<file path="src/hw/cpu_pkg.sv">
package cpu_pkg;

  localparam int reg_addr_w = 5;
  localparam int data_w = 32;

  // ccr bit positions in {c, n, v, z} order
  localparam int ccr_c = 3;
  localparam int ccr_n = 2;
  localparam int ccr_v = 1;
  localparam int ccr_z = 0;

  typedef enum logic [5:0] {
    op_ldi, op_ldiu,
    op_add, op_sub, op_and, op_or, op_xor, op_addi,
    op_mul, op_mulh,
    op_ld, op_ldh, op_ldb, op_st, op_sth, op_stb,
    op_bra, op_beq, op_bne, op_jmp,
    op_halt
  } opcode_e;

  typedef enum logic [3:0] {
    st_reset_vec, st_vec_fetch, st_fetch, st_decode, st_exec, st_mul_wait,
    st_mem_addr, st_mem, st_writeback, st_jmp_fetch, st_halt
  } state_e;

  typedef enum logic [2:0] {
    pc_hold, pc_plus4, pc_from_mar, pc_relative, pc_from_aluval, pc_vector
  } pc_sel_e;

  typedef enum logic [1:0] {mar_hold, mar_from_bus, mar_from_aluval} mar_sel_e;

  typedef enum logic [2:0] {
    mdr_hold, mdr_from_bus_lane, mdr_from_aluval, mdr_from_reg1, mdr_from_mul_lo, mdr_from_mul_hi
  } mdr_sel_e;

  typedef enum logic [2:0] {reg_from_aluval, reg_from_mdr, reg_imm_sext, reg_imm_zext} reg_sel_e;

  typedef enum logic {alu1_reg1, alu1_mar} alu1_sel_e;

  typedef enum logic [1:0] {alu2_reg2, alu2_imm_sext, alu2_four} alu2_sel_e;

  typedef enum logic [2:0] {alu_add, alu_sub, alu_and, alu_or, alu_xor} alu_func_e;

endpackage
</file>
<file path="src/hw/cpu_regfile.sv">
`timescale 1ns/1ps

module cpu_regfile
  import cpu_pkg::*;
(
  input  logic                  clk,
  input  logic                  reset_n,
  input  logic [reg_addr_w-1:0] read1,
  input  logic [reg_addr_w-1:0] read2,
  input  logic [reg_addr_w-1:0] write_addr,
  input  logic [31:0]           write_data,
  input  logic                  write_en,
  output logic [31:0]           data1,
  output logic [31:0]           data2
);

  logic [31:0] regs [0:(1<<reg_addr_w)-1];

  always_ff @(posedge clk or negedge reset_n) begin
    if (!reset_n) begin
      for (int i = 0; i < (1 << reg_addr_w); i++)
        regs[i] <= '0;
    end else if (write_en && write_addr != '0) begin
      regs[write_addr] <= write_data;
    end
  end

  assign data1 = (read1 == '0) ? '0 : regs[read1]; // r0 is constant zero
  assign data2 = (read2 == '0) ? '0 : regs[read2];

endmodule

</file>
<file path="config.mk">
export PLATFORM = sky130hd
export DESIGN_NAME = cpu_regfile
export DESIGN_NICKNAME = d
export VERILOG_FILES = /design/src/hw/cpu_pkg.sv /design/src/hw/cpu_regfile.sv
export SDC_FILE = /design/constraint.sdc
export NUM_CORES = 2
export LEC_CHECK = 0
export BUFFER_PORTS_ARGS = -buffer_cell sky130_fd_sc_hd__clkbuf_2
export CELL_PAD_IN_SITES_DETAIL_PLACEMENT = 0
export CELL_PAD_IN_SITES_GLOBAL_PLACEMENT = 1
export CORE_MARGIN = 3
export CORE_UTILIZATION = 45
export CTS_CLUSTER_SIZE = 30
export DETAILED_ROUTE_END_ITERATION = 16
export PLACE_DENSITY_LB_ADDON = 0.2
export SLEW_MARGIN = 20
export SYNTH_ARGS = -nofsm -noshare
export SYNTH_HDL_FRONTEND = slang
export SYNTH_SLANG_ARGS = --single-unit
</file>
<file path="constraint.sdc">
create_clock -name clk -period 3.8 [get_ports clk]
set_input_delay 0 -clock clk [delete_from_list [all_inputs] [get_ports clk]]
set_output_delay 0 -clock clk [all_outputs]
set_load 0.005 [all_outputs]
</file>
; Word-level counts from Yosys, hierarchy flattened
; Cells that the tools add are included.
[word_totals]
word_cells = 55
output_inout_bits = 64
inputBits = 50
reg_bits = 1024
[classes]
magnitude_cmp = 4
n_mux = 11
reduce_logical = 5
bitwise_logic = 3
[ops]
columns = op, n
row1 = $bwmux 1024, 1
row2 = $bmux 32 s5, 2
row3 = $mux 32, 7
row4 = $demux 32 s5, 1
row5 = $ge 6x6->1 const B, 3
row6 = $not 5->6, 3
row7 = $logic_not 5->1, 2
row8 = $lt 6x1->1 const B, 1
row9 = $reduce_bool 5->1, 1
row10 = $logic_and 1x1->1, 2

; Depth between registers and ports, before layout
[logic_depth]
depth_word = 6
depth_mapped = 7
ltp_nobuf = 4

; Least setup slack after synthesis
; Ideal clock, no wire load.
[synth_timing]
path_kind = input port to flip-flop
from = input write_addr[0]
to = register regs[769] in the netlist's numbering
setup_ns = 0.125
path_slack_ns = 2.382
required_time_ns = 3.675
arrival_ns = 1.293
path_buffers = 3
cell_stages = 6
cell_sequence = buf_2 nor3b_1 and3_1 clkbuf_2 buf_4 mux2_2
[synth_between]
elab_chain_cells = 6
elab_cells_between_ends = 9
classes_between = order compare (2) / mux (3) / bitwise (1) / reduce/logical (3)
[synth_rtl]
columns = item, line
row1 = start: declaration, cpu_regfile.sv:10  ; input logic [reg_addr_w-1:0] write_addr,
row2 = $not 5->6 (implied by the code), cpu_regfile.sv:24  ; regs[write_addr] <= write_data;
row3 = $ge 6x6->1 (implied by the code) / $lt 6x1->1 (equally long branches), cpu_regfile.sv:24
row4 = $logic_and 1x1->1 (implied by the code), cpu_regfile.sv:24
row5 = $mux 32 (implied by the code), cpu_regfile.sv:24
row6 = $demux 32 s5, cpu_regfile.sv:24
row7 = $bwmux 1024, cpu_regfile.sv:24
row8 = end signal: indexed assignment, cpu_regfile.sv:24
row9 = end: declaration, cpu_regfile.sv:17  ; logic [31:0] regs [0:(1<<reg_addr_w)-1];
; Several ways; a longest one is shown, not always the timed one.
; A chain may end at the register's enable or synchronous reset.

; Final worst setup path
[layout_timing]
from = input read2[0]
to = output data2[2]
[layout_between]
elab_chain_cells = 5
elab_cells_between_ends = 6
classes_between = mux (4) / bitwise (1) / reduce/logical (1)
[layout_rtl]
columns = item, line
row1 = start: declaration, cpu_regfile.sv:9  ; input logic [reg_addr_w-1:0] read2,
row2 = $not 5->6 (implied by the code), cpu_regfile.sv:29  ; assign data2 = (read2 == '0) ? '0 : regs[read2];
row3 = $bmux 32 s5, cpu_regfile.sv:29
row4 = $mux 32 (implied by the code) (2 in a row), cpu_regfile.sv:29
row5 = $mux 32 (*), cpu_regfile.sv:29
row6 = end: declaration, cpu_regfile.sv:14  ; output logic [31:0] data2
; Mark *: on every way between the ends. The rest lies on a longest branch, timed or not. The select of a mux whose other input is x is not followed.

==> reports/results.ini <==
[run_status]
status = complete, no violations

[timing]
tns_ps = 0
final-hold-violation-count = 0
fin_skew_ps = 0
period_share_pct = 73.59
min_period_ps = 2796
slew_viol_final = 0
fmax_mhz = 357.6
relSlewSlack_pct = 19.73
finalSetupViolCount = 0
rsz0062_at_grt = no
worstMarginPinSlew_ps = 1204

[yosys]
synth_top_family_by_area = multiplexers
synth_warnings = 0
synth_area_mm2 = 0.05437
ys_seq_elements = 1024
synth_compound_area_share_pct = 4.842
synth_nets = 3671
synthXorXnorAreaFrac_pct = 0
yosys.area_share.simple_pct = 1.611
synth_edf_count = 0
synth.avg_cell_area_um2 = 15.02
synthMuxAreaShare_pct = 42.79
synthDistinctLibCells = 35
yosys.area_share.adder_pct = 0
ys_seq_area_share_pct = 47.13
synth-main-ff-cell = dfrtp_1
synthCells = 3621
synth-async-reset-ratio_pct = 100.0

[power]
p_leak_nw = 26.01
peakVddDrop_v = 0.0003754
powerDensity_mw_per_mm2 = 534.0

[critical_path]
arrival_ps = 2800
cpPeakStageDelay_ps = 780
timing.critical_path.to_type = output pin
slowest_stage = a311oi_1
crit_family = buffers and inverters
critical_path_class = in2out
path_cells = buf_6 -> clkinv_2 -> buf_4 -> mux2_2 -> o21ai_1 -> a311oi_1 -> clkbuf_2
worstPathRequired_ps = 3800
r2r_start = regs[526]$_DFFE_PN0P_
worst_setup_path_start_kind = input pin
worstSetupStartpoint = read2[0]
path_max_fanout = 32
cp_num_buf_inv = 4

[global_routing]
grt_pass1_vias = 37420
grt_use_total_pct = 29.30
antenna_found_initial = 6
gr-total-overflow = 0
grt_max_degree = 132
grt_pass1_wl_um = 268500

[cells_and_area]
largest_reg_flops = 1024
reg_top3 = regs (1024)
instances_no_fill = 5258
n_fill_cell = 9822
area.growth.synth_to_final_pct = 11.74
layout_commonest_cell = mux2_2
drive_gt1_share_pct = 53.77
fin_nets = 3617
largest-register = regs
final_cell_mix = 1,046 x mux2_2, 1,024 x dfrtp_1, 448 x mux4_2

[die]
die_height_um = 353.6
dieArea_mm2 = 0.1250
die_w_um = 353.6
initial_utilization_pct = 45.68
rows = 126
core_area_mm2 = 0.1190
ios = 114

[route]
drc_errors = 0
wl_per_cell_um = 34.92
vias = 35230
via_per_inst = 6.699
drtIter0Drc = 3618
ant_nets = 0
dr.pass1.iters = 5
drt_wl_total_um = 183600

[run]
drv_cap = 0

[clock_network]
cts_hold_repair.buffers = 16
clockRootBuffer = clkbuf_16
cts.reportedPaths.clkPinSlew_ps = 60
htree_levels = 3
clock_sinks = 1024
cts_tree = yes
cts_resized = 0
insertion_delay_ps = 710
numCtsBuffers = 115
clockBufferDepth = 3
postCtsSetupBuffers = 0

[placed_design]
placed_cells = 5034
hpwl_um = 111200
port_buffers = 113
gp_congestion = 0.8486

[hold_path]
min-delay-start = write_data[30]
hp-class = in2reg

[logic make-up after synthesis]
group | after synthesis
simple gates | 165
compound gates | 366
buf+inv | 434
flops | 1024
mux | 1632
[final cells by class]
| class | instances | area (um^2) | area share, % |
|---|---|---|---|
| multi-input combinational | 2163 | 27010 | 44.46 |
| timing repair buffer | 261 | 2222 | 3.658 |
| tap | 1600 | 2002 | 3.295 |
| clock inverter | 29 | 415.4 | 0.6838 |
| sequential | 1024 | 25620 | 42.18 |
| clock buffer | 177 | 3462 | 5.699 |
| antenna | 2 | 5.005 | 0.008238 |
| inverter | 2 | 11.26 | 0.01854 |
[metal layers]
layer	GRT usage (%)	vias to the layer above	part of all wire [%]
li1	-	13920	-
met5	0	-	0.023
met3	6.295	341	8.0
met4	10.45	6	3.6
met1	41.54	19390	43
met2	44.72	1563	46
[cells in the mapped netlist, drive strengths merged, types with 5 or more instances]
library cell	count	area share [%]
nor2	19	0.13
mux2	1056	22
dfrtp	1024	47
nor2b	71	0.82
mux2i	128	2.4
nand2b	5	0.058
a221oi	46	0.74
clkbuf	225	1.6
nand2	49	0.34
buf	207	2.1
a311oi	64	1.0
a22oi	64	0.88
o21ai	110	1.0
o2111ai	18	0.29
mux4	448	19
a211oi	64	0.88
[power breakdown]
part	total [W]	internal, W	leakage [nW]	switching, W
logic	0.00647	0.00380	11.0	0.00267
registers	0.0145	0.0130	13.1	0.00156
clock network	0.0114	0.00683	1.90	0.00459
[path summary, 6_finish.rpt]
path                                          end  slack (ps)  cells past startpoint
max in group asynchronous   regs[524]$_DFFE_PN0P_        2850                      4
setup reg to reg            regs[526]$_DFFE_PN0P_        2980                      1
hold reg to reg            regs[1022]$_DFFE_PN0P_         400                      0
hold / removal              regs[318]$_DFFE_PN0P_          40                      2
setup / recovery                         data2[2]        1000                      7
min in group asynchronous   regs[373]$_DFFE_PN0P_          60                      3
[through the flow]
stage	hold WS [ps]	power (W)	setup WS, ps	instance area [um^2]	utilization, %
floorplan	-295.6	0.01888	2382	54370	-
global placement	65.42	0.02063	947.3	56660	47.61
detailed placement	77.75	0.02110	933.4	56680	47.62
CTS	1.842	0.03258	919.1	60740	51.03
global route	65.90	0.03376	828.3	60750	51.04
finish	38.26	0.03244	1004	60750	51.04
No activity file was read; power rests on OpenSTA's default activity.
