[src/hw/cpu_pkg.sv]
package cpu_pkg;

  localparam int reg_addr_w = 5;
  localparam int data_w = 32;

  // ccr bit positions in {c, n, v, z} order
  localparam int ccr_c = 3;
  localparam int ccr_n = 2;
  localparam int ccr_v = 1;
  localparam int ccr_z = 0;

  typedef enum logic [5:0] {
    op_ldi, op_ldiu,
    op_add, op_sub, op_and, op_or, op_xor, op_addi,
    op_mul, op_mulh,
    op_ld, op_ldh, op_ldb, op_st, op_sth, op_stb,
    op_bra, op_beq, op_bne, op_jmp,
    op_halt
  } opcode_e;

  typedef enum logic [3:0] {
    st_reset_vec, st_vec_fetch, st_fetch, st_decode, st_exec, st_mul_wait,
    st_mem_addr, st_mem, st_writeback, st_jmp_fetch, st_halt
  } state_e;

  typedef enum logic [2:0] {
    pc_hold, pc_plus4, pc_from_mar, pc_relative, pc_from_aluval, pc_vector
  } pc_sel_e;

  typedef enum logic [1:0] {mar_hold, mar_from_bus, mar_from_aluval} mar_sel_e;

  typedef enum logic [2:0] {
    mdr_hold, mdr_from_bus_lane, mdr_from_aluval, mdr_from_reg1, mdr_from_mul_lo, mdr_from_mul_hi
  } mdr_sel_e;

  typedef enum logic [2:0] {reg_from_aluval, reg_from_mdr, reg_imm_sext, reg_imm_zext} reg_sel_e;

  typedef enum logic {alu1_reg1, alu1_mar} alu1_sel_e;

  typedef enum logic [1:0] {alu2_reg2, alu2_imm_sext, alu2_four} alu2_sel_e;

  typedef enum logic [2:0] {alu_add, alu_sub, alu_and, alu_or, alu_xor} alu_func_e;

endpackage
[src/hw/cpu_intcalc.sv]
`timescale 1ns/1ps

module cpu_intcalc
  import cpu_pkg::*;
(
  input  logic                  clk,
  input  logic [data_w-1:0]     in1,
  input  logic [data_w-1:0]     in2,
  output logic [2*data_w-1:0]   out
);

  // sign-extended operands give the signed product in one register stage
  always_ff @(posedge clk) begin
    out <= {{data_w{in1[data_w-1]}}, in1} * {{data_w{in2[data_w-1]}}, in2};
  end

endmodule

[config.mk]
export PLATFORM = sky130hd
export DESIGN_NAME = cpu_intcalc
export DESIGN_NICKNAME = d
export VERILOG_FILES = /design/src/hw/cpu_pkg.sv /design/src/hw/cpu_intcalc.sv
export SDC_FILE = /design/constraint.sdc
export NUM_CORES = 2
export LEC_CHECK = 0
export BUFFER_PORTS_ARGS = -buffer_cell sky130_fd_sc_hd__buf_2
export CORE_UTILIZATION = 25
export CTS_CLUSTER_DIAMETER = 100
export DETAILED_ROUTE_END_ITERATION = 16
export SKIP_CTS_REPAIR_TIMING = 1
export SYNTH_ARGS = -nofsm -noshare
export SYNTH_HDL_FRONTEND = slang
export SYNTH_SLANG_ARGS = --single-unit
export TNS_END_PERCENT = 10
[constraint.sdc]
create_clock -name clk -period 10.2 [get_ports clk]
set_input_delay 0.51 -clock clk [delete_from_list [all_inputs] [get_ports clk]]
set_output_delay 0.51 -clock clk [all_outputs]
set_load 0.05 [all_outputs]
After elaboration in Yosys (flattened, before gate mapping) --
Index checks and enable logic that the tools add are counted. Widths: inputs -> output; s select.
Storage, ports and cells: flip-flop bits (word level) 64, input bits 65, RAM bits 0, logic and storage cells 2, ROM bits 0, memories kept 0, latch bits 0, output and inout bits 64
Cells by class: equal/unequal tests 0, shifts and indexed selects 0, order comparisons 0, div/mod/pow operators 0, muxes and demuxes 0, reduce and logical (&&, ||, !) cells 0, $add $sub $neg 0, bitwise logic cells 0, $mul 1
Operator list (number):
- $mul 32x32->64 | 1

Logic depth before layout (Yosys ltp) --
depth in word-level cells 1, gate-level depth with buffers 28

Least setup slack after synthesis --
OpenSTA, ideal clock, no wires.
kind input to register, from input port in2[2], to register out[62], slack 2429 ps, data arrival time 7699 ps, cell stages on the path 24, data required time 10128 ps, library setup time 72 ps, buffers on the path 1, cells stage by stage clkbuf_1 nand2_1 inv_1 fa_1 fa_1 fa_1 fa_1 inv_1 fa_1 inv_1 fa_1 inv_1 fa_1 inv_1 fa_1 ha_1 and3_1 nand2_1 or3_1 o22a_1 o211ai_1 a31oi_1 o31ai_1 xor2_1
On the way: cells in the longest elaborated chain, start to end 1
Ends and longest elaborated chain:
- start: declaration | RTL line cpu_intcalc.sv:8 | input logic [data_w-1:0] in2,
- $mul 32x32->64 | RTL line cpu_intcalc.sv:14 | out <= {{data_w{in1[data_w-1]}}, in1} * {{data_w{in2[data_w-1]}}, in2};
- end signal: assignment | RTL line cpu_intcalc.sv:14
- end: declaration | RTL line cpu_intcalc.sv:9 | output logic [2*data_w-1:0] out
Every way passes these cells.

Worst setup path in the final report --
from input port in2[3], to register out[62]
The elaborated chain is that of the path after synthesis.

==> impl_results.rst <==
.. list-table::
   :header-rows: 1

   * - Metric
     - Value
   * - Maximum net fanout on the critical path
     - 32
   * - Share of the synthesized area in compound gates (AO/OA/AOI/OAI)
     - 3.464%
   * - Starting density of the core
     - between 20% and 30%
   * - Max incr delay on CP
     - between 1 and 1.5 ns
   * - # nets final
     - ~5.2k
   * - Average footprint of a synthesized cell
     - ~9.6 um^2
   * - Final Critical Period
     - around 8.6 ns
   * - Fraction of the mapped netlist area in adder cells
     - ~64%
   * - Number of antenna violations at the first check in global routing
     - 28
   * - DP HPWL
     - 86020 um
   * - Share of the synthesized netlist area taken by xor and xnor gates
     - under 10%
   * - Pre-CTS setup slack
     - 1.182 ns
   * - Final setup violation count
     - 0
   * - Most used cell, CP
     - fa_1
   * - Clk root buf
     - clkbuf_16
   * - Highest-delay cell along the critical path
     - fa_1
   * - Overall fraction of global-route tracks in use
     - approximately 14%
   * - Status
     - complete, no violations
   * - Largest family of logic cells by synthesized area
     - adder cells
   * - Pins Over Slew Limit
     - 0
   * - Busiest metal layer after global routing
     - met2
   * - Cell area after synthesis
     - between 30000 and 40000 um^2
   * - Total via count after detailed routing
     - 25.31k
   * - Max FFs per register
     - 64
   * - Post-Syn Instances
     - slightly below 4k
   * - Number of sinks driven by the clock tree
     - 64
   * - Final Wtd Congestion
     - 0.8492
   * - Pin count of the biggest net entering global routing
     - 33
   * - Final hold violation count
     - 0
   * - Worst path setup slack after routing
     - about 1.6 ns
   * - HP Start
     - in1[0]
   * - Post-synthesis register bit count
     - 64
   * - Height of the die
     - 388.0 um
   * - Number of top-level pins
     - 129
   * - WP data arrival
     - just under 9 ns
   * - RSZ-0062 raised after global routing
     - false
   * - Hold Path Cell Cnt
     - 2
   * - Worst-path clk slew
     - 0.06 ns
   * - First-pass detailed-route iteration total
     - 5
   * - Worst path buffer plus inverter count
     - 6
   * - Ys async rst share
     - 0%
   * - Detailed-route DRC error count
     - 0
   * - Area fraction in and, or, nand and nor cells after synthesis
     - between 15 and 20%
   * - Core Rows
     - approximately 140
   * - Period Utilization, post-route
     - a little over four fifths
   * - Met1 routing resource usage after global routing
     - about 18%
   * - Number of buffers on the longest clock path
     - 2
   * - Share of the yosys chip area belonging to registers
     - under 10%
   * - Post-synthesis net count
     - between 5k and 6k
   * - Yosys warning total
     - 0
   * - Cell class contributing the biggest share of worst-path delay
     - adder cells
   * - Final Routed Wirelength
     - a little over 100000 um
   * - Kind of end point of the critical path
     - register
   * - GR met3 Demand/Resource
     - 2.889%
   * - Fraction of synthesized area in multiplexers
     - 0%
   * - Largest regs
     - out: 64 flops
   * - Met2 routing resource usage after global routing
     - between 20% and 30%
   * - Layout cell share with drive strength beyond 1
     - about 5%
   * - Number of flops mapped to enable cells by yosys
     - 0
   * - Congestion Overflow GR
     - 0
   * - Classification of the worst setup path
     - in -> reg
   * - Number of nets with antenna violations after routing
     - 0
   * - Number of maximum-capacitance violations
     - 0
   * - Number of buffer cells added on primary ports
     - approximately 130
   * - Maximum clock frequency
     - between 100 and 150 MHz
   * - CORE AREA
     - approximately 150000 um^2
   * - H-tree depth
     - 3
   * - Required time at the worst-slack endpoint
     - around 11 ns
   * - Area of the die
     - about 150000 um^2
   * - CTS buffer count
     - 9
   * - Critical path launch point type
     - primary input
   * - Top reg by flops
     - out
   * - Area overhead of the layout relative to synthesis
     - 7.603%
   * - Endpoint of the worst hold path
     - out[0]
   * - Average wire length per cell after detail routing
     - 17.68 um
   * - Ordered list of cells on the worst path
     - buf_2 -> and2_1 -> fa_1 -> fa_1 -> fa_1 -> fa_1 -> inv_1 -> fa_1 -> inv_1 -> fa_1 -> inv_1 -> fa_1 -> inv_1 -> fa_1 -> ha_1 -> and3_1 -> nand2_1 -> or3_1 -> o22a_1 -> o211ai_1 -> buf_4 -> a31oi_1 -> o31ai_1 -> xor2_1
   * - Horizontal extent of the die
     - roughly 390 um
   * - Count of cell types in the netlist
     - 63
   * - Most used DFF post-synth
     - dfxtp_1
   * - TritonCTS clock tree
     - built
   * - Detailed-route vias per instance
     - around 4.4
   * - Measured slew at the worst slew-check pin
     - approximately 1.2 ns
   * - Type of the most critical hold path
     - in -> reg
   * - Via count of the first global-routing pass
     - 28.53k
   * - Starting DRT DRC Count
     - about 1.2k
   * - Worst rel slew slack
     - a little under a fifth
   * - Global-route wire length before repair
     - around 160000 um
   * - Final TNS setup
     - 0 ns
-- stage by stage --
step / cell area (um^2) / util, % / instances / hold WS, ns
after floorplan: 37240 / - / 3884 / 0.6373
after global placement: 39770 / 26.90 / 5770 / 0.9801
after CTS: 40070 / 27.10 / 5786 / 0.5563
after global routing: 40070 / 27.10 / 5787 / 0.5988
final: 40070 / 27.11 / 5789 / 0.5925
after detailed placement: 39770 / 26.90 / 5770 / 0.9773
-- synth_stat cells, types with 12 or more instances --
library cell	instances	area [um^2]
o21ai_0	28	140.1
o21bai_1	15	112.6
and2_1	516	3228
ha_1	184	2302
clkbuf_1	195	732.0
xor2_1	22	192.7
xnor2_1	53	464.2
nand3_1	15	75.07
dfxtp_1	64	1281
nand2_1	511	1918
fa_1	1082	21660
nor2_1	42	157.7
inv_1	952	3573
a21oi_1	68	340.3
a21o_1	23	172.7
a31oi_1	12	75.07
-- layout by cell type, fill, tap and decap left out, drive strengths merged, types with 2 or more instances in the layout --
cell type | synthesis | routed
a21boi | 3 | 3
fa | 1082 | 1082
or3 | 5 | 5
and2 | 516 | 516
xor2 | 22 | 22
clkinv | 0 | 2
o21ai | 31 | 31
o31a | 2 | 2
buf | 5 | 156
diode | 0 | 3
nor3 | 7 | 7
nand2b | 9 | 9
nor2 | 42 | 42
nand3b | 2 | 2
inv | 952 | 952
a31oi | 13 | 13
nor4 | 2 | 2
nand3 | 15 | 15
a21o | 25 | 25
o22a | 2 | 2
xnor2 | 53 | 53
o211ai | 3 | 3
nand4 | 7 | 7
o21a | 4 | 4
o31ai | 7 | 7
nor2b | 3 | 3
dfxtp | 64 | 64
clkbuf | 195 | 13
and3 | 9 | 9
nand2 | 511 | 511
o21bai | 15 | 15
ha | 184 | 184
and4 | 4 | 4
a211oi | 8 | 8
a21oi | 68 | 68
a2111oi | 2 | 2
-- cell type report --
cell class,instances,area [um^2]
diodes,3,7.507
clock buffers,13,260.3
clock inverters,3,40.04
fillers,15730,107800
inverters,952,3573
multi-input cells,2668,31630
flip-flops and latches,64,1281
well taps,1930,2415
repair buffers,156,863.3
-- worst max-delay path by stage --
stage	startpoint	endpoint	slack (ns)	cells past startpoint
after floorplan	in2[2]	out[62]	2.43	24
after global placement	in2[3]	out[63]	1.26	23
after detailed placement	in2[3]	out[62]	1.18	24
after CTS	in2[3]	out[63]	1.62	23
after global routing	in2[3]	out[63]	1.25	23
final	in2[3]	out[62]	1.61	24
-- routing by layer --
metal | wire (um) | vias to the layer above | share of wire [%]
li1 | - | 10980 | -
met1 | 41310 | 13530 | 40
met2 | 52590 | 649 | 51
met3 | 6189 | 136 | 6.0
met4 | 2114 | 22 | 2.1
met5 | 147 | - | 0.14
-- kinds of logic after synthesis --
kind of cell	Yosys count
and+or+nand+nor	1134
buffers and inverters	1152
xor gates and xnor gates	75
AOI/OAI and AO/OA	193
adders and majority gates	1266
DFF	64
Power is left out: the tool's default activity adds up to more than one toggle a clock period on the data nets, which glitch-free logic cannot reach.
