### src/hw/cpu_pkg.sv
package cpu_pkg;

  localparam int reg_addr_w = 5;
  localparam int data_w = 32;

  // ccr bit positions in {c, n, v, z} order
  localparam int ccr_c = 3;
  localparam int ccr_n = 2;
  localparam int ccr_v = 1;
  localparam int ccr_z = 0;

  typedef enum logic [5:0] {
    op_ldi, op_ldiu,
    op_add, op_sub, op_and, op_or, op_xor, op_addi,
    op_mul, op_mulh,
    op_ld, op_ldh, op_ldb, op_st, op_sth, op_stb,
    op_bra, op_beq, op_bne, op_jmp,
    op_halt
  } opcode_e;

  typedef enum logic [3:0] {
    st_reset_vec, st_vec_fetch, st_fetch, st_decode, st_exec, st_mul_wait,
    st_mem_addr, st_mem, st_writeback, st_jmp_fetch, st_halt
  } state_e;

  typedef enum logic [2:0] {
    pc_hold, pc_plus4, pc_from_mar, pc_relative, pc_from_aluval, pc_vector
  } pc_sel_e;

  typedef enum logic [1:0] {mar_hold, mar_from_bus, mar_from_aluval} mar_sel_e;

  typedef enum logic [2:0] {
    mdr_hold, mdr_from_bus_lane, mdr_from_aluval, mdr_from_reg1, mdr_from_mul_lo, mdr_from_mul_hi
  } mdr_sel_e;

  typedef enum logic [2:0] {reg_from_aluval, reg_from_mdr, reg_imm_sext, reg_imm_zext} reg_sel_e;

  typedef enum logic {alu1_reg1, alu1_mar} alu1_sel_e;

  typedef enum logic [1:0] {alu2_reg2, alu2_imm_sext, alu2_four} alu2_sel_e;

  typedef enum logic [2:0] {alu_add, alu_sub, alu_and, alu_or, alu_xor} alu_func_e;

endpackage
### src/hw/cpu_alu.sv
`timescale 1ns/1ps

module cpu_alu
  import cpu_pkg::*;
(
  input  logic [data_w-1:0] in1,
  input  logic [data_w-1:0] in2,
  input  alu_func_e         func,
  output logic [data_w-1:0] out,
  output logic              c_out,
  output logic              n_out,
  output logic              v_out,
  output logic              z_out
);

  logic [data_w:0] sum;

  always_comb begin
    sum = '0;
    v_out = 1'b0;
    case (func)
      alu_add: begin
        sum = {1'b0, in1} + {1'b0, in2};
        v_out = (in1[data_w-1] == in2[data_w-1]) && (sum[data_w-1] != in1[data_w-1]);
      end
      alu_sub: begin
        sum = {1'b0, in1} - {1'b0, in2}; // top bit is the borrow
        v_out = (in1[data_w-1] != in2[data_w-1]) && (sum[data_w-1] != in1[data_w-1]);
      end
      alu_and: sum[data_w-1:0] = in1 & in2;
      alu_or:  sum[data_w-1:0] = in1 | in2;
      alu_xor: sum[data_w-1:0] = in1 ^ in2;
      default: sum = '0;
    endcase
    out   = sum[data_w-1:0];
    c_out = sum[data_w];
    n_out = out[data_w-1];
    z_out = (out == '0);
  end

endmodule

### config.mk
export PLATFORM = sky130hd
export DESIGN_NAME = cpu_alu
export DESIGN_NICKNAME = d
export VERILOG_FILES = /design/src/hw/cpu_pkg.sv /design/src/hw/cpu_alu.sv
export SDC_FILE = /design/constraint.sdc
export NUM_CORES = 1
export LEC_CHECK = 0
export BUFFER_PORTS_ARGS = -buffer_cell sky130_fd_sc_hd__clkbuf_2
export CORE_ASPECT_RATIO = 1.25
export CORE_MARGIN = 2
export CORE_UTILIZATION = 55
export DETAILED_ROUTE_END_ITERATION = 10
export PLACE_DENSITY = 0.8
export SETUP_SLACK_MARGIN = 0.2
export SYNTH_ARGS = -nofsm -noshare
export SYNTH_HDL_FRONTEND = slang
export SYNTH_SLANG_ARGS = --single-unit
### constraint.sdc
create_clock -name vclk -period 3.28
set_input_delay 0.164 -clock vclk [all_inputs]
set_output_delay 0.164 -clock vclk [all_outputs]
set_load 0.02 [all_outputs]
==> qor.csv, run 1 <==
metric,value,unit
status,aborted with a tool error,
haltStage,global routing,
toolErrorMsg,[ERROR GRT-0232] Routing congestion too high. Check the congestion heatmap in the GUI.,
placed_cells,1402,
synthTopCellsByCount,"ha_1, inv_1, a21oi_1",
rows,42,
yosysTopAreaCellShare,21.8,%
postGrtWorstEndpoint,z_out,
overflow,507,
grt_max_degree,31,
ys_seq_area_share,0,%
io_buffers,103,
synth_cells,923,
start_util,56.5,%
yosys_warnings,0,
gr-usage-all-layers,89.6,%
ys_types,78,
cts_hold_buf,0,
synth.area.top_cells,"ha_1, a21oi_1, inv_1, nor2_1, nand2_1",
place_hpwl,21.7,mm
die_x,97.2,um
yosysTopAreaCell,ha_1,
netlist_area,5970,sq um
place_area,8740,sq um
avgSynthCellArea,6.47,sq um
syn-num-nets,1096,
fp.dieH,121,um
place_congestion,1.12,
worst-endpoint-pin-kind,top-level output,
num_io_pins,103,
synth_most_common_cell,ha_1,
==> per-layer routing <==
layer / overflow / global-route usage [%]
met3: 3 / 69.1
met2: 356 / 113
met4: 139 / 103
met5: 3 / 37.1
met1: 6 / 81.8
==> logic make-up after synthesis <==
family          share of synthesized area, %
compound gates                          38.1
xor+xnor                               0.880
fa+ha+maj                               22.5
buf+inv                                 10.2
mux                                     1.70
simple gates                            26.7
==> through the flow <==
stage	utilization (%)	hold WS, ps	worst slack, ps	setup TNS (ps)
floorplan	-	457	-237	-237
global placement	82.8	668	-600	-1520
detailed placement	82.8	683	-755	-3130
CTS	88.8	699	-613	-921
==> timing repair <==
item / CTS
pin swaps: 33
resized for setup: 106
buffers inserted: 14
setup endpoints to repair: 14
==> run 2, diff against run 1 <==
--- a/config.mk
+++ b/config.mk
@@ -6,12 +6,10 @@
 export NUM_CORES = 1
 export LEC_CHECK = 0
 export BUFFER_PORTS_ARGS = -buffer_cell sky130_fd_sc_hd__clkbuf_2
-export CORE_ASPECT_RATIO = 1.25
 export CORE_MARGIN = 2
-export CORE_UTILIZATION = 55
+export CORE_UTILIZATION = 40
 export DETAILED_ROUTE_END_ITERATION = 10
-export PLACE_DENSITY = 0.8
-export SETUP_SLACK_MARGIN = 0.2
+export PLACE_DENSITY_LB_ADDON = 0.15
 export SYNTH_ARGS = -nofsm -noshare
 export SYNTH_HDL_FRONTEND = slang
 export SYNTH_SLANG_ARGS = --single-unit
==> constraint.sdc (replaced) <==
create_clock -name vclk -period 4.25
set_input_delay 0.2125 -clock vclk [all_inputs]
set_output_delay 0.2125 -clock vclk [all_outputs]
set_load 0.02 [all_outputs]
==> run 2 against run 1 <==
The flow now finishes without violations; area after synthesis is the same; synthesized cell count is the same.
==> qor.csv, run 2 <==
metric,value,unit,change
status,"finished, final reports clean",,was aborted with a tool error
seq_cells,0,,
max_clock_freq,242,MHz,
layout_common_cells,"ha_1, clkbuf_2, inv_1",,
synthTopCellsByCount,"ha_1, inv_1, a21oi_1",,unchanged
hold-path-cell-count,3,,
min_period,4120,ps,
max_stage_delay,560,ps,
coreArea,14500,sq um,
yosysTopAreaCellShare,21.8,%,unchanged
critPathLaunchType,primary input,,
n_antenna_cell,0,,
ys_types,78,,unchanged
ir_worst_vdd,0.0000590,V,
vias,7566,,
grt_max_degree,44,,
viasPerCell,6.04,,
slew_viol_final,0,,
criticalPathCategory,in2out,,
place_congestion,0.958,,was 1.12
min_path_type,in2out,,
hold_violations,0,,
synth.area.top_cells,"ha_1, a21oi_1, inv_1, nor2_1, nand2_1",,unchanged
drt_iter0_markers,896,,
min_to,v_out,,
powerDensity,149,nW/um^2,
synth_cells,923,,unchanged
drc_errors,0,,
setup_viol,0,,
timing.slew.headroom,48.2,%,
gr-usage-all-layers,27.5,%,
io_buffers,103,,unchanged
rows,44,,was 42
yosys_warnings,0,,unchanged
num_io_pins,103,,unchanged
required,4040,ps,
slowest_stage,or4_4,,
min_period_over_period,97.0,%,
finish.utilization,50.8,%,
die_x,126,um,was 97.2 um
fp.dieArea,15900,sq um,
synth_most_common_cell,ha_1,,unchanged
cp_max_fo,3,,
post_drt_wl_per_cell,18.2,um,
crit_arrival,3910,ps,
fill_cells,1575,,
seq_area,0,sq um,
cts_hold_buf,0,,unchanged
max_cap_violations,0,,
final_nets,1243,,
start_util,41.1,%,was 56.5%
path_cells,clkbuf_2 > buf_4 > ha_2 > fa_2 > a21o_1 > a221o_1 > a31oi_4 > and2_4 > o32a_1 > o21ai_1 > or4_4 > nor4b_4 > nand4b_1 > or4_4 > nor3_2 > buf_4,,
p_total,1.10,mW,
yosysTopAreaCell,ha_1,,unchanged
first_pass_iters,6,,
netlist_area,5970,sq um,unchanged
place_ws,-51.2,ps,was -755 ps
hp-start,in1[31],,
wl,22.8,mm,
path_buf_inv,3,,
place_hpwl,18.7,mm,was 21.7 mm
drive_gt1_share,23.9,%,
leakagePower,3.56,nW,
cp_top_family,simple AND/OR/NAND/NOR gates,,
area_growth_syn_to_layout,23.7,%,
fp.dieH,126,um,was 121 um
grt_pass1_vias,7001,,
ys_seq_area_share,0,%,unchanged
end_kind,primary output,,
grt_pass1_wl,36.3,mm,
finalSetupTns,0,ps,
antenna_found_initial,0,,
setup.worst_path.start,in1[0],,
syn-num-nets,1096,,unchanged
worstMarginPinSlew,775,ps,
placed_cells,1248,,was 1402
avgSynthCellArea,6.47,sq um,unchanged
clock_buffers,0,,
overflow,0,,
fin_ws,126,ps,
ant_nets,0,,
layoutNonFillerInstCount,1252,,
[run 2: cell counts after synthesis]
Identical to the previous run, type by type.
[run 2: where the power goes]
| part | switching [mW] | internal (mW) |
|---|---|---|
| clock network | 0 | 0 |
| logic | 0.673 | 0.428 |
| registers | 0 | 0 |
| total | 0.673 | 0.428 |
[run 2: layer usage]
| layer | vias up | track usage, % | part of all wire (%) | wire length (um) |
|---|---|---|---|---|
| met3 | 35 | 2.93 | 8.0 | 1840 |
| met2 | 348 | 45.7 | 45 | 10300 |
| met5 | - | 0 | 0 | 0 |
| li1 | 3664 | - | - | - |
| met4 | 0 | 4.85 | 1.9 | 428 |
| met1 | 3519 | 38.7 | 45 | 10200 |
[run 2: cell type report]
type / count / area [sq um] / area share (%)
multi-input combinational: 770 / 5520 / 74.7
timing repair buffer: 200 / 1270 / 17.2
inverter: 98 / 368 / 4.98
tap: 184 / 230 / 3.12
[run 2: timing repair]
item                       4_1_cts  5_1_grt
setup buffers                    2        2
gates resized for setup          4       33
pin swaps                        2       17
setup endpoints to repair        1        3
[run 2: stage by stage]
| step | area (sq um) | hold slack, ps |
|---|---|---|
| global route | 7390 | 860 |
| detailed placement | 7200 | 817 |
| global placement | 7200 | 828 |
| finish | 7390 | 821 |
| CTS | 7230 | 818 |
| floorplan | 5970 | 554 |
[run 2: worst max-delay path by stage]
| stage | slack (ps) | endpoint | cells after the start |
|---|---|---|---|
| 6_report | 130 | z_out | 16 |
| 5_1_grt | -20 | z_out | 15 |
| 4_1_cts | 20 | z_out | 16 |
| 3_5_place_dp | -50 | z_out | 16 |
| 3_3_place_gp | 30 | z_out | 19 |
| 2_1_floorplan | 360 | z_out | 13 |
[run 2: logic make-up after synthesis]
kind of cell | synth area share [%]
and+or+nand+nor | 26.7
xor gates and xnor gates | 0.880
AOI/OAI and AO/OA | 38.1
muxes | 1.70
buffers and inverters | 10.2
adders and majority gates | 22.5
[run 2: worst min-delay path: cells and delay by family]
| kind | cells | cell delay [ps] |
|---|---|---|
| buffers and inverters | 2 | 300 |
| AO/OA/AOI/OAI | 1 | 100 |
No activity file was read; power rests on OpenSTA's default activity.
==> run 3, diff against run 2 <==
--- a/config.mk
+++ b/config.mk
@@ -6,8 +6,10 @@
 export NUM_CORES = 1
 export LEC_CHECK = 0
 export BUFFER_PORTS_ARGS = -buffer_cell sky130_fd_sc_hd__clkbuf_2
+export CELL_PAD_IN_SITES_DETAIL_PLACEMENT = 1
+export CELL_PAD_IN_SITES_GLOBAL_PLACEMENT = 2
 export CORE_MARGIN = 2
-export CORE_UTILIZATION = 40
+export CORE_UTILIZATION = 32
 export DETAILED_ROUTE_END_ITERATION = 10
 export PLACE_DENSITY_LB_ADDON = 0.15
 export SYNTH_ARGS = -nofsm -noshare
==> constraint.sdc (replaced) <==
create_clock -name vclk -period 4.25
set_input_delay 0.2125 -clock vclk [all_inputs]
set_output_delay 0.2125 -clock vclk [all_outputs]
set_load 0.005 [all_outputs]
==> run 3 against run 2 <==
Worst setup slack worse by 31 ps; largest cell class unchanged; via count up 3.0%; largest power group unchanged; non-clock buffer count rose by 24; count of clock-buffer cells in the layout stayed put; maximum frequency decreased by 0.74%.
==> qor.csv, run 3 (synthesized netlist as in run 2, its figures left out) <==
metric,value,unit,change
criticalPathCategory,in2out,,unchanged
cp_max_fo,3,,unchanged
die_x,141,um,was 126 um
fp.dieArea,19800,sq um,was 15900 sq um
first_pass_iters,5,,was 6
hold_violations,0,,unchanged
finish.utilization,42.9,%,was 50.8%
rows,49,,was 44
min_path_type,in2out,,unchanged
coreArea,18100,sq um,was 14500 sq um
num_io_pins,103,,unchanged
end_kind,primary output,,unchanged
critPathLaunchType,primary input,,unchanged
place_area,7390,sq um,was 7200 sq um
viasPerCell,5.90,,was 6.04
path_cells,buf_4 > ha_4 > fa_2 > a21o_1 > a221o_1 > a31oi_1 > nor2_1 > xnor2_1 > o221ai_2 > or4_4 > nor4b_4 > nand4b_1 > or4_4 > nor3_4 > clkbuf_2,,was clkbuf_2 > buf_4 > ha_2 > fa_2 > a21o_1 > a221o_1 > a31oi_4 > and2_4 > o32a_1 > o21ai_1 > or4_4 > nor4b_4 > nand4b_1 > or4_4 > nor3_2 > buf_4
drt_iter0_markers,682,,was 896
status,"finished, final reports clean",,unchanged
grt_pass1_wl,42.8,mm,was 36.3 mm
max_stage_delay,560,ps,about the same
max_cap_violations,0,,unchanged
place_congestion,0.922,,was 0.958
overflow,0,,unchanged
powerDensity,148,nW/um^2,was 149 nW/um^2
layout_commonest_cell,buf_4,,
start_util,32.9,%,was 41.1%
whs,772,ps,was 821 ps
ant_nets,0,,unchanged
drc_errors,0,,unchanged
ir_worst_vdd,0.0000491,V,was 0.0000590 V
min_period,4160,ps,was 4120 ps
seq_cells,0,,unchanged
required,4040,ps,about the same
grt_max_degree,45,,was 44
design_area,7780,sq um,was 7390 sq um
worstMarginPinSlew,1120,ps,was 775 ps
layout_common_cells,"buf_4, clkbuf_2, inv_1",,"was ha_1, clkbuf_2, inv_1"
grt_pass1_vias,7761,,was 7001
crit_arrival,3940,ps,was 3910 ps
min_period_over_period,97.8,%,was 97.0%
slowest_stage,or4_4,,unchanged
fin_ws,94.9,ps,was 126 ps
wl,27.3,mm,was 22.8 mm
n_antenna_cell,0,,unchanged
timing.slew.headroom,25.2,%,was 48.2%
post_drt_wl_per_cell,20.6,um,was 18.2 um
fill_cells,2383,,was 1575
leakagePower,3.69,nW,was 3.56 nW
gr-usage-all-layers,26.5,%,was 27.5%
path_buf_inv,2,,was 3
area_growth_syn_to_layout,30.3,%,was 23.7%
io_buffers,103,,unchanged
p_total,1.15,mW,was 1.10 mW
max_clock_freq,241,MHz,was 242 MHz
final_nets,1267,,was 1243
vias,7795,,was 7566
placed_cells,1313,,was 1248
antenna_found_initial,0,,unchanged
drive_gt1_share,27.5,%,was 23.9%
seq_area,0,sq um,unchanged
clock_buffers,0,,unchanged
place_hpwl,22.4,mm,was 18.7 mm
cp_top_family,simple AND/OR/NAND/NOR gates,,unchanged
setup_viol,0,,unchanged
place_ws,-120,ps,was -51.2 ps
finalSetupTns,0,ps,unchanged
worst_path_most_repeated_cell,or4_4,,
layoutNonFillerInstCount,1321,,was 1252
fp.dieH,141,um,was 126 um
slew_viol_final,0,,unchanged
==> run 3: cell types whose count changed in the layout (fill, tap and decap cells not counted), sizes merged <==
cell,before,now
buf,98,122
==> run 3: what timing repair did <==
item,CTS,global route
resized for setup,3,70
pin swaps,2,28
hold buffers,0,0
gates cloned,0,0
setup buffers,0,8
endpoints found under the setup margin,1,1
==> run 3: final cells by class <==
class                           instances  area (sq um)  share of cell area [%]
Timing Repair Buffer                  224          1440                    18.5
Multi-Input combinational cell        770          5690                    73.1
Inverter                               98           368                    4.73
Tap cell                              229           287                    3.68
==> run 3: worst paths after layout <==
kind	startpoint	to	slack [ps]	cells past startpoint
worst min-delay path	in1[31]	v_out	770	3
worst max-delay path	in2[0]	z_out	90	15
==> run 3: routing by layer <==
layer / vias to the layer above / share of wire, % / global-route usage [%]
met5: - / 0 / 0
met2: 285 / 45 / 43.6
li1: 3724 / - / -
met3: 23 / 6.6 / 2.51
met1: 3763 / 47 / 38.1
met4: 0 / 1.2 / 4.26
==> run 3: report_power, final <==
| part | internal [mW] | switching, mW | total (mW) | leakage (nW) |
|---|---|---|---|---|
| Sequential | 0 | 0 | 0 | 0 |
| Combinational | 0.471 | 0.680 | 1.15 | 3.69 |
| Clock | 0 | 0 | 0 | 0 |
| Total | 0.471 | 0.680 | 1.15 | 3.69 |
