<file path="src/hw/bus_pkg.sv">
package bus_pkg;

  typedef enum logic [1:0] {size_word, size_half, size_byte} size_e;

  // byte enables with lane 0 on bits 7:0
  localparam logic [3:0] be_word    = 4'b1111;
  localparam logic [3:0] be_half_lo = 4'b0011;
  localparam logic [3:0] be_half_hi = 4'b1100;
  localparam logic [3:0] be_byte0   = 4'b0001;
  localparam logic [3:0] be_byte1   = 4'b0010;
  localparam logic [3:0] be_byte2   = 4'b0100;
  localparam logic [3:0] be_byte3   = 4'b1000;

  localparam logic [31:0] vect_base_reset = 32'hffffffc0;
  localparam logic [7:0] reset_vector_off = 8'h3c; // first fetch at fffffffc

endpackage

</file>
<file path="src/hw/cpu_pkg.sv">
package cpu_pkg;

  localparam int reg_addr_w = 5;
  localparam int data_w = 32;

  // ccr bit positions in {c, n, v, z} order
  localparam int ccr_c = 3;
  localparam int ccr_n = 2;
  localparam int ccr_v = 1;
  localparam int ccr_z = 0;

  typedef enum logic [5:0] {
    op_ldi, op_ldiu,
    op_add, op_sub, op_and, op_or, op_xor, op_addi,
    op_mul, op_mulh,
    op_ld, op_ldh, op_ldb, op_st, op_sth, op_stb,
    op_bra, op_beq, op_bne, op_jmp,
    op_halt
  } opcode_e;

  typedef enum logic [3:0] {
    st_reset_vec, st_vec_fetch, st_fetch, st_decode, st_exec, st_mul_wait,
    st_mem_addr, st_mem, st_writeback, st_jmp_fetch, st_halt
  } state_e;

  typedef enum logic [2:0] {
    pc_hold, pc_plus4, pc_from_mar, pc_relative, pc_from_aluval, pc_vector
  } pc_sel_e;

  typedef enum logic [1:0] {mar_hold, mar_from_bus, mar_from_aluval} mar_sel_e;

  typedef enum logic [2:0] {
    mdr_hold, mdr_from_bus_lane, mdr_from_aluval, mdr_from_reg1, mdr_from_mul_lo, mdr_from_mul_hi
  } mdr_sel_e;

  typedef enum logic [2:0] {reg_from_aluval, reg_from_mdr, reg_imm_sext, reg_imm_zext} reg_sel_e;

  typedef enum logic {alu1_reg1, alu1_mar} alu1_sel_e;

  typedef enum logic [1:0] {alu2_reg2, alu2_imm_sext, alu2_four} alu2_sel_e;

  typedef enum logic [2:0] {alu_add, alu_sub, alu_and, alu_or, alu_xor} alu_func_e;

endpackage
</file>
<file path="src/hw/cpu_control.sv">
`timescale 1ns/1ps

module cpu_control
  import cpu_pkg::*;
  import bus_pkg::*;
(
  input  logic                  clk,
  input  logic                  reset_n,
  input  logic [31:0]           ir,
  input  logic [3:0]            ccr,
  input  logic                  waitrequest,
  input  logic [1:0]            addr_lo,
  output pc_sel_e               pc_sel,
  output mar_sel_e              mar_sel,
  output mdr_sel_e              mdr_sel,
  output reg_sel_e              reg_sel,
  output alu1_sel_e             alu1_sel,
  output alu2_sel_e             alu2_sel,
  output alu_func_e             alu_func,
  output logic                  ir_write,
  output logic                  ccr_write,
  output logic                  reg_write,
  output logic [reg_addr_w-1:0] reg_read_addr1,
  output logic [reg_addr_w-1:0] reg_read_addr2,
  output logic [reg_addr_w-1:0] reg_write_addr,
  output logic                  addr_sel,
  output logic [3:0]            byteenable,
  output logic                  read,
  output logic                  write
);

  state_e  state, state_next;
  opcode_e op;
  size_e   size;
  logic is_alu, is_load, is_store, is_mul, taken;

  assign op       = opcode_e'(ir[31:26]);
  assign is_alu   = op inside {op_add, op_sub, op_and, op_or, op_xor, op_addi};
  assign is_load  = op inside {op_ld, op_ldh, op_ldb};
  assign is_store = op inside {op_st, op_sth, op_stb};
  assign is_mul   = op inside {op_mul, op_mulh};
  assign taken    = (op == op_bra) || (op == op_beq && ccr[ccr_z]) ||
                    (op == op_bne && !ccr[ccr_z]);
  assign size     = (op inside {op_ldh, op_sth}) ? size_half :
                    (op inside {op_ldb, op_stb}) ? size_byte : size_word;

  // store source is ra once the address is computed
  assign reg_read_addr1 = (is_store && state == st_mem_addr) ? ir[25:21] : ir[20:16];
  assign reg_read_addr2 = ir[15:11];
  assign reg_write_addr = ir[25:21];

  assign read     = state inside {st_vec_fetch, st_jmp_fetch, st_fetch} ||
                    (state == st_mem && is_load);
  assign write    = state == st_mem && is_store;
  assign addr_sel = state == st_mem;

  always_comb begin
    byteenable = be_word;
    if (state == st_mem && size == size_half)
      byteenable = addr_lo[1] ? be_half_hi : be_half_lo;
    else if (state == st_mem && size == size_byte) begin
      case (addr_lo)
        2'd0:    byteenable = be_byte0;
        2'd1:    byteenable = be_byte1;
        2'd2:    byteenable = be_byte2;
        default: byteenable = be_byte3;
      endcase
    end
  end

  always_comb begin
    state_next = state;
    pc_sel = pc_hold;
    mar_sel = mar_hold;
    mdr_sel = mdr_hold;
    reg_sel = reg_from_aluval;
    alu1_sel = alu1_reg1;
    alu2_sel = (is_alu && op != op_addi) ? alu2_reg2 : alu2_imm_sext;
    alu_func = alu_add;
    ir_write = 1'b0;
    ccr_write = 1'b0;
    reg_write = 1'b0;
    case (op)
      op_sub:  alu_func = alu_sub;
      op_and:  alu_func = alu_and;
      op_or:   alu_func = alu_or;
      op_xor:  alu_func = alu_xor;
      default: alu_func = alu_add;
    endcase
    case (state)
      st_reset_vec: begin
        pc_sel = pc_vector;
        state_next = st_vec_fetch;
      end
      st_vec_fetch, st_fetch: if (!waitrequest) begin
        ir_write = 1'b1;
        pc_sel = pc_plus4;
        state_next = (state == st_fetch) ? st_decode : st_jmp_fetch;
      end
      st_decode: begin
        case (op)
          op_jmp: state_next = st_jmp_fetch;
          op_ldi, op_ldiu, op_add, op_sub, op_and, op_or, op_xor, op_addi,
          op_mul, op_mulh, op_ld, op_ldh, op_ldb, op_st, op_sth, op_stb,
          op_bra, op_beq, op_bne: state_next = st_exec;
          default: state_next = st_halt; // op_halt and undefined opcodes
        endcase
      end
      st_exec: begin
        ccr_write = is_alu;
        if (op inside {op_bra, op_beq, op_bne} && taken)
          pc_sel = pc_relative;
        if (is_mul)
          state_next = st_mul_wait;
        else if (is_load || is_store)
          state_next = st_mem_addr;
        else
          state_next = st_writeback;
      end
      st_mul_wait: begin
        mdr_sel = (op == op_mulh) ? mdr_from_mul_hi : mdr_from_mul_lo;
        state_next = st_writeback;
      end
      st_mem_addr: begin
        mar_sel = mar_from_aluval;
        if (is_store)
          mdr_sel = mdr_from_reg1;
        state_next = st_mem;
      end
      st_mem: if (!waitrequest) begin
        if (is_load)
          mdr_sel = mdr_from_bus_lane;
        state_next = st_writeback;
      end
      st_jmp_fetch: if (!waitrequest) begin
        mar_sel = mar_from_bus;
        state_next = st_writeback;
      end
      st_writeback: begin
        reg_write = is_alu || is_load || is_mul || op inside {op_ldi, op_ldiu};
        if (is_load || is_mul)
          reg_sel = reg_from_mdr;
        else if (op == op_ldi)
          reg_sel = reg_imm_sext;
        else if (op == op_ldiu)
          reg_sel = reg_imm_zext;
        if (op == op_jmp)
          pc_sel = pc_from_mar;
        state_next = st_fetch;
      end
      default: state_next = st_halt;
    endcase
  end

  always_ff @(posedge clk or negedge reset_n) begin
    if (!reset_n)
      state <= st_reset_vec;
    else
      state <= state_next;
  end

  a_state_legal: assert property (@(posedge clk) disable iff (!reset_n)
    state inside {[st_reset_vec:st_halt]});

endmodule

</file>
<file path="config.mk">
export PLATFORM = sky130hd
export DESIGN_NAME = cpu_control
export DESIGN_NICKNAME = d
export VERILOG_FILES = /design/src/hw/bus_pkg.sv /design/src/hw/cpu_pkg.sv /design/src/hw/cpu_control.sv
export SDC_FILE = /design/constraint.sdc
export NUM_CORES = 1
export LEC_CHECK = 0
export ABC_AREA = 1
export BUFFER_PORTS_ARGS = -buffer_cell sky130_fd_sc_hd__buf_2
export CAP_MARGIN = 20
export CORE_MARGIN = 1.5
export CORE_UTILIZATION = 33
export CTS_CLUSTER_DIAMETER = 40
export DETAILED_ROUTE_END_ITERATION = 8
export GPL_ROUTABILITY_DRIVEN = 0
export PLACE_DENSITY = 0.81
export SLEW_MARGIN = 20
export SYNTH_ARGS = -nofsm -noshare
export SYNTH_HDL_FRONTEND = slang
export SYNTH_SLANG_ARGS = --single-unit
</file>
<file path="constraint.sdc">
create_clock -name clk -period 1.4 [get_ports clk]
set_input_delay 0 -clock clk [delete_from_list [all_inputs] [get_ports clk]]
set_output_delay 0 -clock clk [all_outputs]
set_load 0.02 [all_outputs]
</file>
Word level (Yosys, flattened, before mapping)
Memory sizes are Yosys's and may differ from the RTL's.
Cells that the tools add are included.
{ "word_totals": {"regBits": 4, "mem_bits_ro": 128, "in_bits": 41, "out_inout_bits": 42, "wordCells": 105, "memories": 1} }
{ "mem_list": {"columns": ["memory", "words", "word_bits", "read_ports", "rd_ports_with_merged_regs", "wr", "line_no", "text"], "rows": [
  ["(no name shown)", 32, 4, 1, 0, 0, "cpu_control.sv:101", "case (op)"]
]} }
{ "op_classes": {"n_eq_ne": 35, "n_mux": 35, "n_reduce_logical": 33} }
{ "ops": {"columns": ["cell", "count"], "rows": [
  ["$eq 6x4->1 const B", 8],
  ["$mux 4", 9],
  ["$pmux 4 s8", 1],
  ["$eq 6x3->1 const B", 4],
  ["$eq 6x5->1 const B", 4],
  ["$pmux 3 s4", 2],
  ["$mux 2", 9],
  ["$eq 4x3->1 const B", 4],
  ["$eq 6x2->1 const B", 2],
  ["$pmux 4 s3", 1],
  ["$reduce_bool 3->1", 4],
  ["$mux 1", 10],
  ["$logic_and 1x1->1", 9],
  ["$pmux 3 s3", 1],
  ["$eq 4x2->1 const B", 2],
  ["$eq 4x4->1 const B", 2],
  ["$logic_or 1x1->1", 8],
  ["$reduce_bool 2->1", 4],
  ["$eq 6x1->1 const B", 1],
  ["$logic_not 6->1", 1],
  ["$ne 6x3->1 const B", 1],
  ["$reduce_bool 6->1", 1],
  ["$mux 5", 1],
  ["$eq 2x1->1 const B", 2],
  ["other kinds (9)", 12]
]} }

Depth between registers and ports, before layout
{ "depth": {"depth_word": 8, "ltp_mapped": 10} }

Worst setup path before layout
Ideal clock, no wire load.
{ "synth_timing": {"path_type": "flip-flop to output port", "startpoint": "reg state[2]", "endpoint": "out pc_sel[0]", "t_arrival_ns": 1.410, "required_ns": 1.400, "setup_slack_ns": -0.010, "stages_incl_launch_ff": 7, "n_path_buf": 1, "path_cell_list": "dfrtp_1 buf_6 nor2_1 nand3_1 a21oi_1 nor2_1 nand2_1"} }
{ "synth_between": {"elab_chain_len": 3, "word_cells_on_any_way": 7, "cone_classes": "4 x eq/ne; 1 x mux; 2 x reduce/logical"} }
{ "synth_rtl": {"columns": ["element", "line_no", "text"], "rows": [
  ["start, declared", "cpu_control.sv:32", "state_e state, state_next;"],
  ["start signal, assigned", "cpu_control.sv:157", "state <= st_reset_vec;"],
  ["start signal, assigned", "cpu_control.sv:159", "state <= state_next;"],
  ["$eq 4x1->1 / $eq 4x2->1 (equally long branches)", "cpu_control.sv:90", "case (state)"],
  ["$reduce_or 2->1", "cpu_control.sv:90", null],
  ["$pmux 3 s4 (*)", "cpu_control.sv:90", null],
  ["end, declared", "cpu_control.sv:13", "output pc_sel_e pc_sel,"]
]} }
Mark *: on every way between the ends. The rest lies on a longest branch, timed or not.

Worst setup path after layout
{ "layout_timing": {"startpoint": "reg state[1]", "endpoint": "out mdr_sel[0]"} }
{ "layout_between": {"elab_chain_len": 2, "word_cells_on_any_way": 4, "cone_classes": "3 x eq/ne; 1 x mux"} }
{ "layout_rtl": {"columns": ["element", "line_no", "text"], "rows": [
  ["$eq 4x3->1", "cpu_control.sv:90", null],
  ["$pmux 3 s3 (*)", "cpu_control.sv:90", null],
  ["end, declared", "cpu_control.sv:15", "output mdr_sel_e mdr_sel,"]
]} }
Marks and branches as above.

==> metrics.cfg <==
[run_status]
run_status=complete, but fails checks
violations=negative setup slack

[final_layout]
fillCellCount=258
finalNetCount=281
top_register=state
instances_no_fill=269
top_regs=state: 4 flops
drive_gt1_share_pct=53.4
area_delta_synth_final_pct=65.1
antenna_cells=0
multiInputGateArea_um2=763
ff_latch_area_um2=105
largest_reg_flops=4
utilization_pct=56.7

[cts]
cts_buffers=3
ctsLongestPathBuffers=2
htree_levels=1
clkTransAtPathRegs_ns=0.04
root_buffer=clkbuf_4
cts.sink_count=4
cts_tree=built
clk_latency_ns=0.24

[drt]
ant_nets=0
routed_via_density=4.88
drcViolationCount=0
vias=1314
dr.pass1.iters=4
routed_wl_mm=3.08
dr.first_iter.drc_count=43
avgRoutedWirePerCell_um=11.4

[setup_path]
path_buf_inv=2
reg2regPathDepth=10
rr_startpoint=state[0]
cp.required_ns=1.40
cp_slowest_cell=dfrtp_2
cpMostUsedCell=nand2_1
worst_setup_path_end_kind=output port
cp_top_family=simple AND/OR/NAND/NOR gates
criticalPathCategory=reg -> out
path_cells=inv_2 > nand2_1 > nor2_1 > nand3_1 > nand2_1 > o21bai_1 > buf_4
worstSetupStartpointType=flip-flop
r2r_setup_slack_ns=0
worstPathArrival_ns=1.64
startpoint=state[1]
crit_fanout=5
cp_slowest_stage_delay_ns=0.45
r2r_end=state[3]

[synthesis]
synthXorXnorAreaFrac_pct=0
synth_compound_area_share_pct=11.1
synth_commonest_cells=nand2_1 (60), nor2_1 (24), inv_1 (17)
ys_types=30
synthesis.area_um2=938
ys_ff_latch=4
synthAdderAreaFrac_pct=0
ys.flop_type=dfrtp_1
synthTopCellsByArea=nand2_1 (24%), dfrtp_1 (11%), buf_4 (10%)
synth-simple-area-share_pct=54.8
synth_seq_area_share_pct=10.7
yosysTopAreaCell=nand2_1
synth_edf_count=0
async_reset_ff_share_pct=100
synthCells=175
avgSynthCellArea_um2=5.36
ys_warn_count=0
synthMuxAreaShare_pct=0
synth_top_family_by_area=simple AND/OR/NAND/NOR gates
yosysMostFrequentCell=nand2_1
synth_top_area_share_pct=24.0

[hold_path]
hp-start=ir[12]
hold_end=reg_read_addr2[1]
hold_class=in -> out
min_path_cells=0

[sta]
fin_skew_ns=0.00766
min_period_ns=1.64
hold_viol_final=0
finalSetupTns_ns=-1.50
timing.hold.ws_ns=0.00000776
drv_slew=0
finalSetupViolCount=19
fin_crit_sh_pct=117
max_freq_mhz=610
grt_setup_unrepaired=yes
fin_ws_ns=-0.240

[power_and_ir_drop]
peakVddDrop_mv=1.15
leakage_nw=0.849
powerDensity_nw_per_um2=1330

[placement]
dp_hpwl_mm=2.08
pre_cts_ws_ns=0.0758
io_buffers=55
dp.cells=251

[grt]
grt_pass1_wl_mm=4.57
grt_remaining_overflow=0
grtUsageTotal_pct=17.5
antenna_found_initial=0
grt_pass1_vias=1150
grt_start_max_net_pins=9

[die]
ios=83
die_y_um=56.3
core-area_um2=2730
dieArea_um2=3170
rows=19
start_util_pct=34.3
die_width_um=56.3

[run]
drv_cap=0

-- worst reg2reg max path, delay by kind of cell, from the launching register on --
kind	cells	cell delay [ns]
flip-flops	1	0.43
AND/OR/NAND/NOR	7	0.52
buffers and inverters	3	0.33
-- cells in the final DEF, fill, tap and decap left out, drive strengths merged --
master / instances
a21oi: 6
and2: 1
buf: 73
clkbuf: 3
clkinv: 1
conb: 3
dfrtp: 4
dlygate4sd3: 1
inv: 22
nand2: 62
nand3: 17
nand4: 2
nor2: 26
nor3: 4
nor4: 1
o211ai: 1
o21a: 1
o21ai: 8
o21bai: 1
o31ai: 1
-- metrics by stage --
step / instance area (um^2) / power [mW]
final: 1550 / 2.05
after global routing: 1550 / 2.18
after CTS: 1360 / 1.61
after detailed placement: 1170 / 1.20
after global placement: 1170 / 1.19
after floorplan: 950 / 0.991
-- kinds of logic after synthesis --
| family | after synthesis |
|---|---|
| buffers and inverters | 39 |
| AOI/OAI and AO/OA | 18 |
| and+or+nand+nor | 113 |
| DFF | 4 |
| other | 1 |
-- per-layer routing --
layer / share of wire (%) / up-vias / global-route usage [%] / routed length [um]
li1: - / 666 / - / -
met1: 41 / 585 / 20.1 / 1260
met2: 52 / 58 / 32.9 / 1600
met3: 5.9 / 5 / 2.30 / 180
met4: 1.1 / 0 / 5.78 / 35
met5: 0 / - / 0 / 0
-- how the worst max path moves through the flow --
stage | endpoint | slack (ns) | cells after the start
floorplan | reg_read_addr1[0] | 0.05 | 7
global placement | pc_sel[0] | 0.09 | 6
detailed placement | mdr_sel[0] | 0.08 | 6
CTS | mdr_sel[0] | -0.14 | 6
global route | mdr_sel[0] | -0.30 | 7
finish | mdr_sel[0] | -0.24 | 7
-- layout make-up --
| type | instances | share of cell area [%] |
|---|---|---|
| inverter | 23 | 6.22 |
| clock buffer | 3 | 1.45 |
| sequential | 4 | 6.79 |
| multi-input combinational | 134 | 49.3 |
| tap | 31 | 2.50 |
| timing repair buffer | 74 | 33.8 |
-- power by group --
| group | total (mW) | internal, mW | switching, mW | leakage, nW |
|---|---|---|---|---|
| clock | 0.153 | 0.0965 | 0.0564 | 0.0138 |
| combinational | 1.63 | 0.715 | 0.911 | 0.791 |
| sequential | 0.275 | 0.181 | 0.0938 | 0.0441 |
-- repair_timing --
action / 4_1_cts / 5_1_grt
pin swaps: 7 / 12
buffers inserted: 6 / 8
gates resized for setup: 42 / 38
hold buffers: 1 / 0
setup endpoints to repair: 19 / 22
hold endpoints to repair: 4 / 0
No activity file was read; power rests on OpenSTA's default activity.
